[src/logic/even_pipe_defs.svh]
`ifndef EVEN_PIPE_DEFS_SVH
`define EVEN_PIPE_DEFS_SVH

// Operand and result width, four 32-bit words
`define EP_DATA_W 128

// Register file address width
`define EP_ADDR_W 7

// Issue slot source address, top bit set means no register
`define EP_SRC_ADDR_W 8

// Unit latencies in cycles
`define EP_FX_LAT 2
`define EP_BYTE_LAT 4
`define EP_MPY_LAT 6

// Issue to writeback latency, also the staging chain depth
`define EP_WB_STAGES 7

`endif
[src/logic/even_pipe_pkg.sv]
package even_pipe_pkg;

	// Execution unit select, code 2'd3 is reserved and issues nothing
	typedef enum logic [1:0] {
		UNIT_MPY  = 2'd0,	// 16x16 word multiply
		UNIT_FX   = 2'd1,	// Simple fixed point
		UNIT_BYTE = 2'd2	// Byte ops
	} unit_t;

	typedef enum logic [3:0] {
		OP_ADD   = 4'd0,	// Word add
		OP_SUB   = 4'd1,	// Word subtract, ra - rb
		OP_AND   = 4'd2,
		OP_OR    = 4'd3,
		OP_XOR   = 4'd4,
		OP_CNTB  = 4'd5,	// Ones count per byte
		OP_ABSDB = 4'd6,	// Absolute difference per byte
		OP_SUMB  = 4'd7,	// Byte sums per word
		OP_MPYU  = 4'd8,	// Unsigned low halfword multiply
		OP_MPYS  = 4'd9	// Signed low halfword multiply
	} opcode_t;

endpackage

[src/logic/writeback_stager.sv]
`include "even_pipe_defs.svh"

module writeback_stager (
	input  logic                                    clk,
	input  logic                                    reset,
	input  logic [`EP_DATA_W-1:0]                   fx_result,
	input  logic [`EP_ADDR_W-1:0]                   fx_addr,
	input  logic                                    fx_write,
	input  logic [`EP_DATA_W-1:0]                   byte_result,
	input  logic [`EP_ADDR_W-1:0]                   byte_addr,
	input  logic                                    byte_write,
	input  logic [`EP_DATA_W-1:0]                   mpy_result,
	input  logic [`EP_ADDR_W-1:0]                   mpy_addr,
	input  logic                                    mpy_write,
	output logic [`EP_DATA_W-1:0]                   rt_wb,
	output logic [`EP_ADDR_W-1:0]                   rt_addr_wb,
	output logic                                    reg_write_wb,
	output logic [`EP_WB_STAGES-1:1][`EP_DATA_W-1:0] fw_data,
	output logic [`EP_WB_STAGES-1:1][`EP_ADDR_W-1:0] fw_addr,
	output logic [`EP_WB_STAGES-1:1]                 fw_write
);
	import even_pipe_pkg::*;

	localparam int N = `EP_WB_STAGES;

	// Insertion points, entry k holds the instruction issued k cycles ago
	logic [N-1:2][`EP_DATA_W-1:0] ins_data;
	logic [N-1:2][`EP_ADDR_W-1:0] ins_addr;
	logic [N-1:2]                  ins_write;

	always_comb begin
		ins_data  = '0;
		ins_addr  = '0;
		ins_write = '0;
		ins_data[`EP_FX_LAT]    = fx_result;
		ins_addr[`EP_FX_LAT]    = fx_addr;
		ins_write[`EP_FX_LAT]   = fx_write;
		ins_data[`EP_BYTE_LAT]  = byte_result;
		ins_addr[`EP_BYTE_LAT]  = byte_addr;
		ins_write[`EP_BYTE_LAT] = byte_write;
		ins_data[`EP_MPY_LAT]   = mpy_result;
		ins_addr[`EP_MPY_LAT]   = mpy_addr;
		ins_write[`EP_MPY_LAT]  = mpy_write;
	end

	// One issue per cycle, so an insert never meets a live entry
	always_ff @(posedge clk) begin
		if (reset) begin
			fw_write     <= '0;
			reg_write_wb <= 1'b0;
		end else begin
			fw_write[1] <= 1'b0;	// Shifted in from empty entry 0
			for (int k = 2; k < N; k++) begin
				fw_write[k] <= ins_write[k] | fw_write[k-1];
			end
			reg_write_wb <= fw_write[N-1];
		end
	end

	always_ff @(posedge clk) begin
		fw_data[1] <= '0;
		fw_addr[1] <= '0;
		for (int k = 2; k < N; k++) begin
			if (ins_write[k]) begin
				fw_data[k] <= ins_data[k];
				fw_addr[k] <= ins_addr[k];
			end else begin
				fw_data[k] <= fw_data[k-1];
				fw_addr[k] <= fw_addr[k-1];
			end
		end
		rt_wb      <= fw_data[N-1];	// Output register after entry 6
		rt_addr_wb <= fw_addr[N-1];
	end

endmodule

[config.mk]
export PLATFORM = sky130hd
export DESIGN_NAME = writeback_stager
export DESIGN_NICKNAME = d
export VERILOG_FILES = /design/src/logic/even_pipe_pkg.sv /design/src/logic/writeback_stager.sv
export VERILOG_INCLUDE_DIRS = /design/src /design/src/logic
export SDC_FILE = /design/constraint.sdc
export NUM_CORES = 1
export LEC_CHECK = 0
export BUFFER_PORTS_ARGS = -buffer_cell sky130_fd_sc_hd__buf_2
export CAP_MARGIN = 20
export CELL_PAD_IN_SITES_DETAIL_PLACEMENT = 1
export CELL_PAD_IN_SITES_GLOBAL_PLACEMENT = 2
export CORE_AREA = 2 2 527 529
export CTS_CLUSTER_SIZE = 16
export DETAILED_ROUTE_END_ITERATION = 16
export DIE_AREA = 0 0 529 531
export PLACE_DENSITY_LB_ADDON = 0.12
export SYNTH_ARGS = -nofsm -noshare
export SYNTH_HDL_FRONTEND = slang
export SYNTH_SLANG_ARGS = --single-unit
[constraint.sdc]
create_clock -name clk -period 1.2 [get_ports clk]
set_input_delay 0.12 -clock clk [delete_from_list [all_inputs] [get_ports clk]]
set_output_delay 0.12 -clock clk [all_outputs]
set_load 0.01 [all_outputs]
Word-level counts from Yosys, hierarchy flattened --
Index checks and enable logic that the tools add are counted.
Cells by class: bitwise operators 3, mux-type cells 4
Operator list (number):
- 128-bit 2-to-1 mux | 2
- 7-bit 2-to-1 mux | 2
- 1-bit bitwise OR | 3
Storage, ports and cells: flip-flop bits (word level) 817, logic and storage cells 22

Depth between registers and ports, before layout --
Gate-level depths: netlist of the first run.
word-level depth 1, depth in mapped cells 4, gate-level depth less buffers 1

Worst setup path after synthesis of the first run --
No wires, ideal clock.
path kind input to register, start in byte_write, end reg fw_data[470] (netlist name), library setup time 0.121 ns, setup slack 0.264 ns, arrival 0.814 ns, stages on the path 4, required time 1.079 ns, cells stage by stage buf_6 buf_6 buf_6 mux2_4
On the way: cells in the longest elaborated chain, start to end 1
Ends and longest elaborated chain:
- start, declared | line writeback_stager.sv:11 | input logic byte_write,
- 128-bit 2-to-1 mux | line writeback_stager.sv:64 | if (ins_write[k]) begin
- end signal, assigned by index | line writeback_stager.sv:65 | fw_data[k] <= ins_data[k];
- end signal, assigned by index | line writeback_stager.sv:68 | fw_data[k] <= fw_data[k-1];
- end, declared | line writeback_stager.sv:18 | output logic [`EP_WB_STAGES-1:1][`EP_DATA_W-1:0] fw_data,
Every way passes these cells. A chain may end at the register's enable or synchronous reset.

Worst setup path in the final report of the first run --
start reg fw_data[250] (netlist name), end out fw_data[250] (netlist name)
No word-level cell between the ends.

==> results.py, run 1 <==
metrics = {
    "clock_tree": {
        "cts_inserted_buffers": 118,
        "cts.clk_slew.worst_paths_ns": 0.06,
        "clk_latency_ns": 0.84,
        "clkSinkCount": 816,
        "clockBufferDepth": 4,
        "cts_tree": "yes",
        "htree_levels": 3,
        "cts-root-buf": "clkbuf_16",
    },
    "placed_design": {
        "dpl_cell_area_um2": 32500,
        "place_inst": 6263,
        "place_hpwl_um": 126000,
        "io_buffers": 1225,
        "pre_cts_ws_ns": -0.0214,
        "gp_congestion": 0.745,
    },
    "final_layout": {
        "instances_no_fill": 7390,
        "final_common_cell": "buf_6",
        "n_fill_cell": 31133,
        "stdcell_area_um2": 51200,
        "final_cell_mix": "buf_6 (769), dfxtp_2 (635), dlygate4sd3_1 (612)",
        "syn_to_final_growth_pct": 134,
        "post-route-util_pct": 18.6,
        "multi_input_area_um2": 4740,
        "fin_nets": 4086,
        "drive_above_1_share_pct": 74.6,
        "ff_latch_area_um2": 17700,
    },
    "pwr": {
        "vdd_drop_max_uv": 1040,
        "powerDensity_nw_per_um2": 1550,
        "power_mw": 79.7,
        "power_leakage_nw": 22.4,
        "sw_frac_of_total_pct": 26.0,
        "p_comb_share_pct": 15.4,
        "p_clk_share_pct": 45.5,
        "pwr-share-seq_pct": 39.1,
        "p_switching_mw": 20.7,
        "internal-power_mw": 58.9,
    },
    "yosys": {
        "ys_ff_latch": 816,
        "syn_area_um2": 21900,
        "synth_area_leaders": "dfxtp_1 (75%), mux2_2 (9.9%), mux2_4 (5.4%), buf_4 (4.7%), and2_1 (3.9%)",
        "ys_seq_area_share_pct": 74.7,
        "yosysWarnings": 0,
        "netlist_instances": 1409,
        "synth_area_leader_cell": "dfxtp_1",
        "ys_types": 12,
        "syn_avg_cell_area_um2": 15.5,
        "synth_top_area_share_pct": 74.7,
    },
    "die": {
        "die-width_um": 529,
        "ios": 1362,
        "chipHeight_um": 531,
        "dieArea_um2": 281000,
        "num_rows": 193,
        "initial_utilization_pct": 7.95,
        "coreArea_um2": 275000,
    },
    "critical_path": {
        "rr_worst_depth": 3,
        "critical_path.endpoint_type": "primary output",
        "critical-path-top-delay-family": "flip-flops",
        "cp_cell_sequence": "buf_6",
        "arrival_ns": 1.39,
        "startpoint_type": "flop",
        "critPathMaxFanout": 2,
        "regToRegSetupSlack_ns": 0.20,
        "r2r-start": "fw_addr[29]",
        "critPathSlowestCell": "dfxtp_4",
        "worstSetupPathType": "reg2out",
        "rr_endpoint": "fw_addr[36]",
        "cpPeakStageDelay_ns": 0.40,
        "worst-path-buf-inv": 1,
        "worstSetupStartpoint": "fw_data[250]",
        "crit_required_ns": 1.08,
    },
    "global_routing": {
        "grt_pass1_wl_um": 197000,
        "first_global_vias": 21587,
        "overflow": 0,
        "antenna_found_initial": 37,
        "grt.total_usage_pct": 10.5,
        "grt_max_degree": 23,
    },
    "run_status": {
        "violations": "negative setup slack",
        "status": "finished, violations left",
    },
    "timing": {
        "fin_crit_ns": 1.51,
        "relSlewSlack_pct": 64.8,
        "rsz0062_at_grt": "true",
        "setup_violations": 821,
        "fmax_mhz": 664,
        "setup_ws_ns": -0.306,
        "fin_crit_sh_pct": 125,
        "fin_tns_setup_ns": -147.12,
        "worst_pin_slew_ns": 0.526,
        "holdWs_ns": 0.100,
        "hold_viol": 0,
        "finalMaxSlewViolations": 0,
        "fin_skew_ns": 0.0876,
    },
    "worst_hold_path": {
        "worstHoldPathCells": 3,
        "min_from": "fx_result[35]",
        "hp-class": "in2reg",
        "min_to": "fw_data[163]",
    },
    "routing": {
        "ant_nets": 0,
        "vias": 19212,
        "wl_per_cell_um": 20.8,
        "drc": 0,
        "vias_per_cell": 2.60,
        "drtIter0Drc": 404,
        "drtPass1Iterations": 4,
        "wl_um": 154000,
    },
    "flow_run": {
        "drv_cap": 0,
    },
}
## worst register-to-register path, cell delays in order, from the launching register on
cell	delay, ns
dfxtp_4	0.34
buf_4	0.12
buf_4	0.15
mux2_2	0.26
## logic make-up after synthesis
kind of cell	count (synthesis)	share of synthesized area, %
flops	816	74.7
buf+inv	181	5.99
mux	270	15.2
compound gates	2	0.0915
other cells	1	0.0171
simple gates	139	3.98
## registers in the layout, summed over array words and instances (netlist names)
name	count
fw_addr	35
reg_write_wb	1
rt_addr_wb	7
fw_write	5
fw_data	640
rt_wb	128
## power by group through the flow
stage,clock [mW],combinational [mW],sequential [mW]
2_1_floorplan,0,1.83,31.6
3_3_place_gp,0,7.37,31.5
3_5_place_dp,0,7.29,31.4
4_1_cts,38.1,12.6,31.3
5_1_grt,39.1,13.1,31.5
6_report,36.2,12.3,31.2
## cell type report
cell class / count / share of cell area [%]
Antenna cell: 15 / 0.0732
Clock buffer: 174 / 6.80
Clock inverter: 38 / 0.967
Multi-Input combinational cell: 547 / 9.24
Sequential cell: 816 / 34.5
Tap cell: 3607 / 8.81
Timing Repair Buffer: 2193 / 39.6
## worst max path at each step
stage | endpoint | slack [ns] | cells past startpoint
final | fw_data[250] | -0.31 | 1
after detailed placement | fw_data[688] | -0.02 | 4
after global routing | fw_data[746] | -0.40 | 1
after global placement | fw_data[694] | -0.01 | 4
after floorplan | fw_data[470] | 0.26 | 4
after CTS | fw_data[738] | -0.45 | 1
## per-layer routing
metal / global-route usage [%] / share of wire [%] / vias to the layer above
met3: 4.50 / 10 / 212
met4: 3.79 / 3.5 / 12
li1: - / - / 8898
met5: 0.120 / 0.074 / -
met1: 10.5 / 35 / 9108
met2: 19.0 / 51 / 982
## timing repair
action | in CTS | in global routing
pin swaps | 0 | 1
endpoints found under the hold margin | 411 | 11
hold buffers | 649 | 4
setup buffers | 257 | 14
gates resized for setup | 2163 | 59
setup endpoints to repair | 816 | 856
## cells in the mapped netlist
library cell and n:
clkbuf_1 9, buf_6 12, mux2_4 78, buf_4 136, and2_1 135, mux2_2 192, dfxtp_1 816, nor2b_1 4
conb_1 1, buf_2 19, clkbuf_2 5, o21ba_2 2
No activity file was read; power rests on OpenSTA's default activity.
==> run 2: changes to the inputs <==
--- a/config.mk
+++ b/config.mk
@@ -9,11 +9,12 @@
 export BUFFER_PORTS_ARGS = -buffer_cell sky130_fd_sc_hd__buf_2
 export CAP_MARGIN = 20
 export CELL_PAD_IN_SITES_DETAIL_PLACEMENT = 1
-export CELL_PAD_IN_SITES_GLOBAL_PLACEMENT = 2
-export CORE_AREA = 2 2 527 529
+export CELL_PAD_IN_SITES_GLOBAL_PLACEMENT = 1
+export CORE_AREA = 2 2 535 537
+export CTS_BUF_LIST = sky130_fd_sc_hd__clkbuf_8 sky130_fd_sc_hd__clkbuf_16
 export CTS_CLUSTER_SIZE = 16
 export DETAILED_ROUTE_END_ITERATION = 16
-export DIE_AREA = 0 0 529 531
+export DIE_AREA = 0 0 537 539
 export PLACE_DENSITY_LB_ADDON = 0.12
 export SYNTH_ARGS = -nofsm -noshare
 export SYNTH_HDL_FRONTEND = slang
==> run 2 against run 1 <==
  * The flow still finishes with violations (negative setup slack)
  * Combinational power about the same
  * Critical path depth rose by 5
  * Utilization down 0.49 points
  * Global-route usage down 0.31 points
  * Non-clock buffer count increased by 18
  * Via count increased by 0.97%
  * Sequential share of layout area increased by 0.083 points
  * Sequential power hardly changed
  * Clock skew is 0.0096 ns lower
  * Critical path type is now in2reg
==> results.py, run 2 (synthesis gave the netlist of run 1 again) <==
metrics = {
    "global_routing": {
        "grt.total_usage_pct": 10.1,
        "grt_max_degree": 41,
        "grt_pass1_wl_um": 198000,
        "overflow": 0,
        "first_global_vias": 21708,
        "antenna_found_initial": 40,
    },
    "die": {
        "coreArea_um2": 284000,
        "die-width_um": 537,
        "initial_utilization_pct": 7.70,
        "dieArea_um2": 289000,
        "num_rows": 196,
        "ios": 1362,
        "chipHeight_um": 539,
    },
    "pwr": {
        "vdd_drop_max_uv": 1110,
        "p_switching_mw": 20.5,
        "internal-power_mw": 57.0,
        "powerDensity_nw_per_um2": 1500,
        "pwr-share-seq_pct": 40.4,
        "p_clk_share_pct": 43.6,
        "p_comb_share_pct": 16.0,
        "power_leakage_nw": 22.4,
        "power_mw": 77.4,
        "sw_frac_of_total_pct": 26.4,
    },
    "critical_path": {
        "rr_endpoint": "fw_data[705]",
        "startpoint_type": "input port",
        "regToRegSetupSlack_ns": 0.06,
        "r2r-start": "fw_data[577]",
        "arrival_ns": 2.38,
        "rr_worst_depth": 2,
        "critical_path.endpoint_type": "flop",
        "critPathMaxFanout": 11,
        "worstSetupPathType": "in2reg",
        "crit_required_ns": 1.95,
    },
    "timing": {
        "fin_crit_ns": 1.63,
        "fin_crit_sh_pct": 136,
        "finalMaxSlewViolations": 0,
        "worst_pin_slew_ns": 0.587,
        "fmax_mhz": 613,
        "setup_ws_ns": -0.432,
        "setup_violations": 823,
        "rsz0062_at_grt": "true",
        "fin_skew_ns": 0.0780,
        "relSlewSlack_pct": 60.7,
        "hold_viol": 0,
    },
    "clock_tree": {
        "cts.clk_slew.worst_paths_ns": 0.06,
        "cts_tree": "yes",
        "htree_levels": 3,
        "clk_latency_ns": 0.83,
        "cts-root-buf": "clkbuf_16",
        "cts_inserted_buffers": 114,
        "clockBufferDepth": 4,
        "clkSinkCount": 816,
    },
    "final_layout": {
        "final_cell_mix": "buf_6 (782), dlygate4sd3_1 (622), dfxtp_2 (608)",
        "fin_nets": 4100,
        "largest_register_ffs": 640,
        "multi_input_area_um2": 4740,
        "syn_to_final_growth_pct": 135,
        "n_fill_cell": 32155,
        "ff_latch_area_um2": 17800,
        "post-route-util_pct": 18.1,
        "instances_no_fill": 7557,
        "drive_above_1_share_pct": 75.2,
        "reg_top3": "fw_data: 640 flops, rt_wb: 128 flops, fw_addr: 35 flops",
        "final_common_cell": "buf_6",
        "largest-register": "fw_data",
    },
    "run_status": {
        "violations": "negative setup slack",
        "status": "finished, violations left",
    },
    "worst_hold_path": {
        "min_from": "fx_write",
        "min_to": "fw_data[199]",
        "worstHoldPathCells": 4,
        "hp-class": "in2reg",
    },
    "routing": {
        "wl_per_cell_um": 20.2,
        "drc": 0,
        "drtPass1Iterations": 4,
        "vias": 19398,
        "drtIter0Drc": 385,
        "vias_per_cell": 2.57,
        "wl_um": 153000,
        "ant_nets": 0,
    },
    "flow_run": {
        "drv_cap": 0,
    },
    "placed_design": {
        "place_inst": 6419,
        "place_hpwl_um": 125000,
        "gp_congestion": 0.755,
        "io_buffers": 1225,
    },
}
run 2: changes by cell type in the layout (fill, tap and decap cells not counted), moves of 21 or more:
cell      before  now
buf_4        320  341
clkbuf_1      25    0
dfxtp_2      635  608
dfxtp_4      150  190
inv_1          0   21
run 2: critical path: stages:
cell	delay (ns)
buf_6	0.15
buf_12	0.17
dlygate4sd3_1	0.80
buf_4	0.27
dlygate4sd3_1	0.69
and2_1	0.16
run 2: repair_timing:
action | 4_1_cts | 5_1_grt
endpoints found under the hold margin | 411 | 93
pin swaps | 0 | 2
buffers inserted | 258 | 33
endpoints found under the setup margin | 816 | 859
hold buffers | 646 | 6
resized for setup | 2192 | 58
run 2: final cells by class:
cell class | instances | area share, %
sequential | 816 | 34.6
tap | 3762 | 9.15
multi-input combinational | 547 | 9.20
clock inverter | 59 | 0.856
clock buffer | 143 | 6.32
antenna | 19 | 0.0924
timing repair buffer | 2211 | 39.8
run 2: stage by stage:
stage               setup TNS (ns)  setup WS (ns)  instance area (um2)  hold WS, ns
floorplan                        0          0.264                22400        0.192
global placement            -0.310        -0.0325                32700        0.324
detailed placement          -0.239        -0.0294                32700        0.330
CTS                        -251.87         -0.529                51200     0.000200
global route               -223.21         -0.477                51400      0.00465
finish                     -141.71         -0.432                51500       0.0391
run 2: per-layer routing:
layer	global-route usage (%)	wire length (um)
met5	0	85
met4	2.92	3700
met3	4.50	16500
met2	18.0	76100
met1	10.8	56600
run 2: worst max path at each step:
stage	startpoint	to	slack, ns	cells past startpoint
after global placement	byte_write	fw_data[430]	-0.03	4
final	fx_write	fw_data[218]	-0.43	6
after global routing	fw_data[669]	fw_data[669]	-0.48	2
after detailed placement	byte_write	fw_data[428]	-0.03	4
after floorplan	byte_write	fw_data[470]	0.26	4
after CTS	fw_data[669]	fw_data[669]	-0.53	2
run 2: power groups by stage:
stage,registers (mW),clock network (mW),logic (mW)
2_1_floorplan,31.6,0,1.83
3_3_place_gp,31.7,0,7.28
3_5_place_dp,31.6,0,7.21
4_1_cts,31.4,35.7,12.6
5_1_grt,31.6,36.7,13.2
6_report,31.3,33.8,12.4
==> run 3: changes to the inputs <==
==> constraint.sdc (replaced) <==
create_clock -name clk -period 1.6 [get_ports clk]
set_input_delay 0.16 -clock clk [delete_from_list [all_inputs] [get_ports clk]]
set_output_delay 0.16 -clock clk [all_outputs]
set_load 0.01 [all_outputs]
==> run 3 against run 2 <==
  * The flow still finishes with violations (negative setup slack)
  * Sequential power fell by 26%
  * Sequential share of layout area grew 2.3 points
  * Wire length down 2.0%
  * Setup slack better by 0.40 ns
  * Via count decreased by 3.9%
  * Count of clock-buffer cells in the layout decreased by 1
  * Critical path depth down 4
  * Flip-flop and latch count unchanged
  * Power shrank 26%
  * Worst hold slack better by 0.035 ns
  * Critical path type is now reg2out
  * Critical endpoint is now fw_data[669]
  * Largest cell class is now registers
==> results.py, run 3 (synthesis gave the netlist of run 1 again) <==
metrics = {
    "timing": {
        "setup_violations": 1,
        "fin_skew_ns": 0.0529,
        "finalMaxSlewViolations": 0,
        "worst_pin_slew_ns": 0.561,
        "fin_crit_ns": 1.63,
        "relSlewSlack_pct": 62.6,
        "fin_crit_sh_pct": 102,
        "holdWs_ns": 0.0743,
        "rsz0062_at_grt": "true",
        "setup_ws_ns": -0.0314,
        "hold_viol": 0,
        "fin_tns_setup_ns": -0.0314,
        "fmax_mhz": 613,
    },
    "clock_tree": {
        "cts-root-buf": "clkbuf_16",
        "cts_tree": "yes",
        "clkSinkCount": 816,
        "clk_latency_ns": 0.84,
        "cts_inserted_buffers": 116,
        "clockBufferDepth": 4,
        "htree_levels": 3,
        "cts.clk_slew.worst_paths_ns": 0.06,
    },
    "placed_design": {
        "place_hpwl_um": 124000,
        "gp_congestion": 0.745,
        "io_buffers": 1225,
        "pre_cts_ws_ns": 0.259,
        "dpl_cell_area_um2": 32400,
    },
    "pwr": {
        "sw_frac_of_total_pct": 26.6,
        "pwr-share-seq_pct": 40.6,
        "p_clk_share_pct": 45.9,
        "power_leakage_nw": 20.8,
        "powerDensity_nw_per_um2": 1220,
        "internal-power_mw": 41.9,
        "p_switching_mw": 15.2,
        "p_comb_share_pct": 13.6,
        "vdd_drop_max_uv": 791,
    },
    "routing": {
        "ant_nets": 0,
        "drtIter0Drc": 474,
        "drtPass1Iterations": 4,
        "vias_per_cell": 2.51,
        "drc": 0,
        "wl_per_cell_um": 20.2,
        "vias": 18637,
        "wl_um": 150000,
    },
    "final_layout": {
        "largest_register_ffs": 640,
        "syn_to_final_growth_pct": 113,
        "drive_above_1_share_pct": 60.4,
        "fin_nets": 3958,
        "n_fill_cell": 32652,
        "final_common_cell": "buf_2",
        "final_cell_mix": "buf_2 (868), dlygate4sd3_1 (693), dfxtp_1 (442)",
        "largest-register": "fw_data",
        "stdcell_area_um2": 46700,
        "reg_top3": "fw_data: 640 flops, rt_wb: 128 flops, fw_addr: 35 flops",
    },
    "critical_path": {
        "arrival_ns": 1.47,
        "critPathMaxFanout": 2,
        "worstSetupPathType": "reg2out",
        "crit_required_ns": 1.44,
        "startpoint_type": "flop",
        "regToRegSetupSlack_ns": 0.11,
        "critical_path.endpoint_type": "primary output",
    },
    "global_routing": {
        "grt_max_degree": 58,
        "overflow": 0,
        "grt.total_usage_pct": 9.96,
        "first_global_vias": 20841,
        "antenna_found_initial": 36,
        "grt_pass1_wl_um": 193000,
    },
    "die": {
        "coreArea_um2": 284000,
        "dieArea_um2": 289000,
        "num_rows": 196,
        "die-width_um": 537,
        "ios": 1362,
        "chipHeight_um": 539,
        "initial_utilization_pct": 7.70,
    },
    "run_status": {
        "violations": "negative setup slack",
        "status": "finished, violations left",
    },
    "flow_run": {
        "drv_cap": 0,
    },
    "worst_hold_path": {
        "hp-class": "in2reg",
    },
}
==> run 3: power by group through the flow <==
stage | sequential (mW) | combinational [mW] | clock [mW]
final | 23.2 | 7.74 | 26.2
after global routing | 23.4 | 8.33 | 28.4
after CTS | 23.3 | 7.96 | 27.7
after detailed placement | 23.8 | 5.28 | 0
after global placement | 23.8 | 5.32 | 0
after floorplan | 23.7 | 1.37 | 0
==> run 3: layout make-up <==
class,count,area (um2),share of cell area [%]
Timing Repair Buffer,2067,16100,34.6
Clock inverter,65,574,1.23
Tap cell,3762,4710,10.1
Sequential cell,816,17200,36.9
Multi-Input combinational cell,547,4730,10.1
Antenna cell,14,35.0,0.0751
Clock buffer,142,3270,7.01
==> run 3: per-stage QoR <==
stage          instances  util (%)  power, mW
4_1_cts             7398      16.4       59.0
3_5_place_dp        6393      11.4       29.0
5_1_grt             7404      16.4       60.1
2_1_floorplan       1544         -       25.1
6_report            7413      16.4       57.1
3_3_place_gp        6393      11.4       29.1
==> run 3: final timing paths <==
check,startpoint,end,cells after the start
setup / recovery,fw_data[669],fw_data[669],2
hold / removal,mpy_write,fw_addr[39],4
setup reg to reg,fw_data[290],fw_data[418],4
hold reg to reg,fw_data[194],fw_data[322],0
==> run 3: layer usage <==
layer	GRT usage [%]	vias up	share of wire, %
li1	-	8655	-
met1	10.6	8768	37
met2	17.6	1007	49
met3	4.33	193	11
met4	2.97	14	2.7
met5	0	-	0.061
==> run 3: worst max-delay path: stages (launching register included) <==
cell and delay, ns:
dfxtp_4 0.36, buf_12 0.15, buf_6 0.12
==> run 3: repair_timing <==
action / 4_1_cts / 5_1_grt
endpoints found under the hold margin: 411 / 0
gates resized for setup: 1041 / 6
buffers inserted: 105 / 1
setup endpoints to repair: 439 / 27
hold buffers: 693 / 0
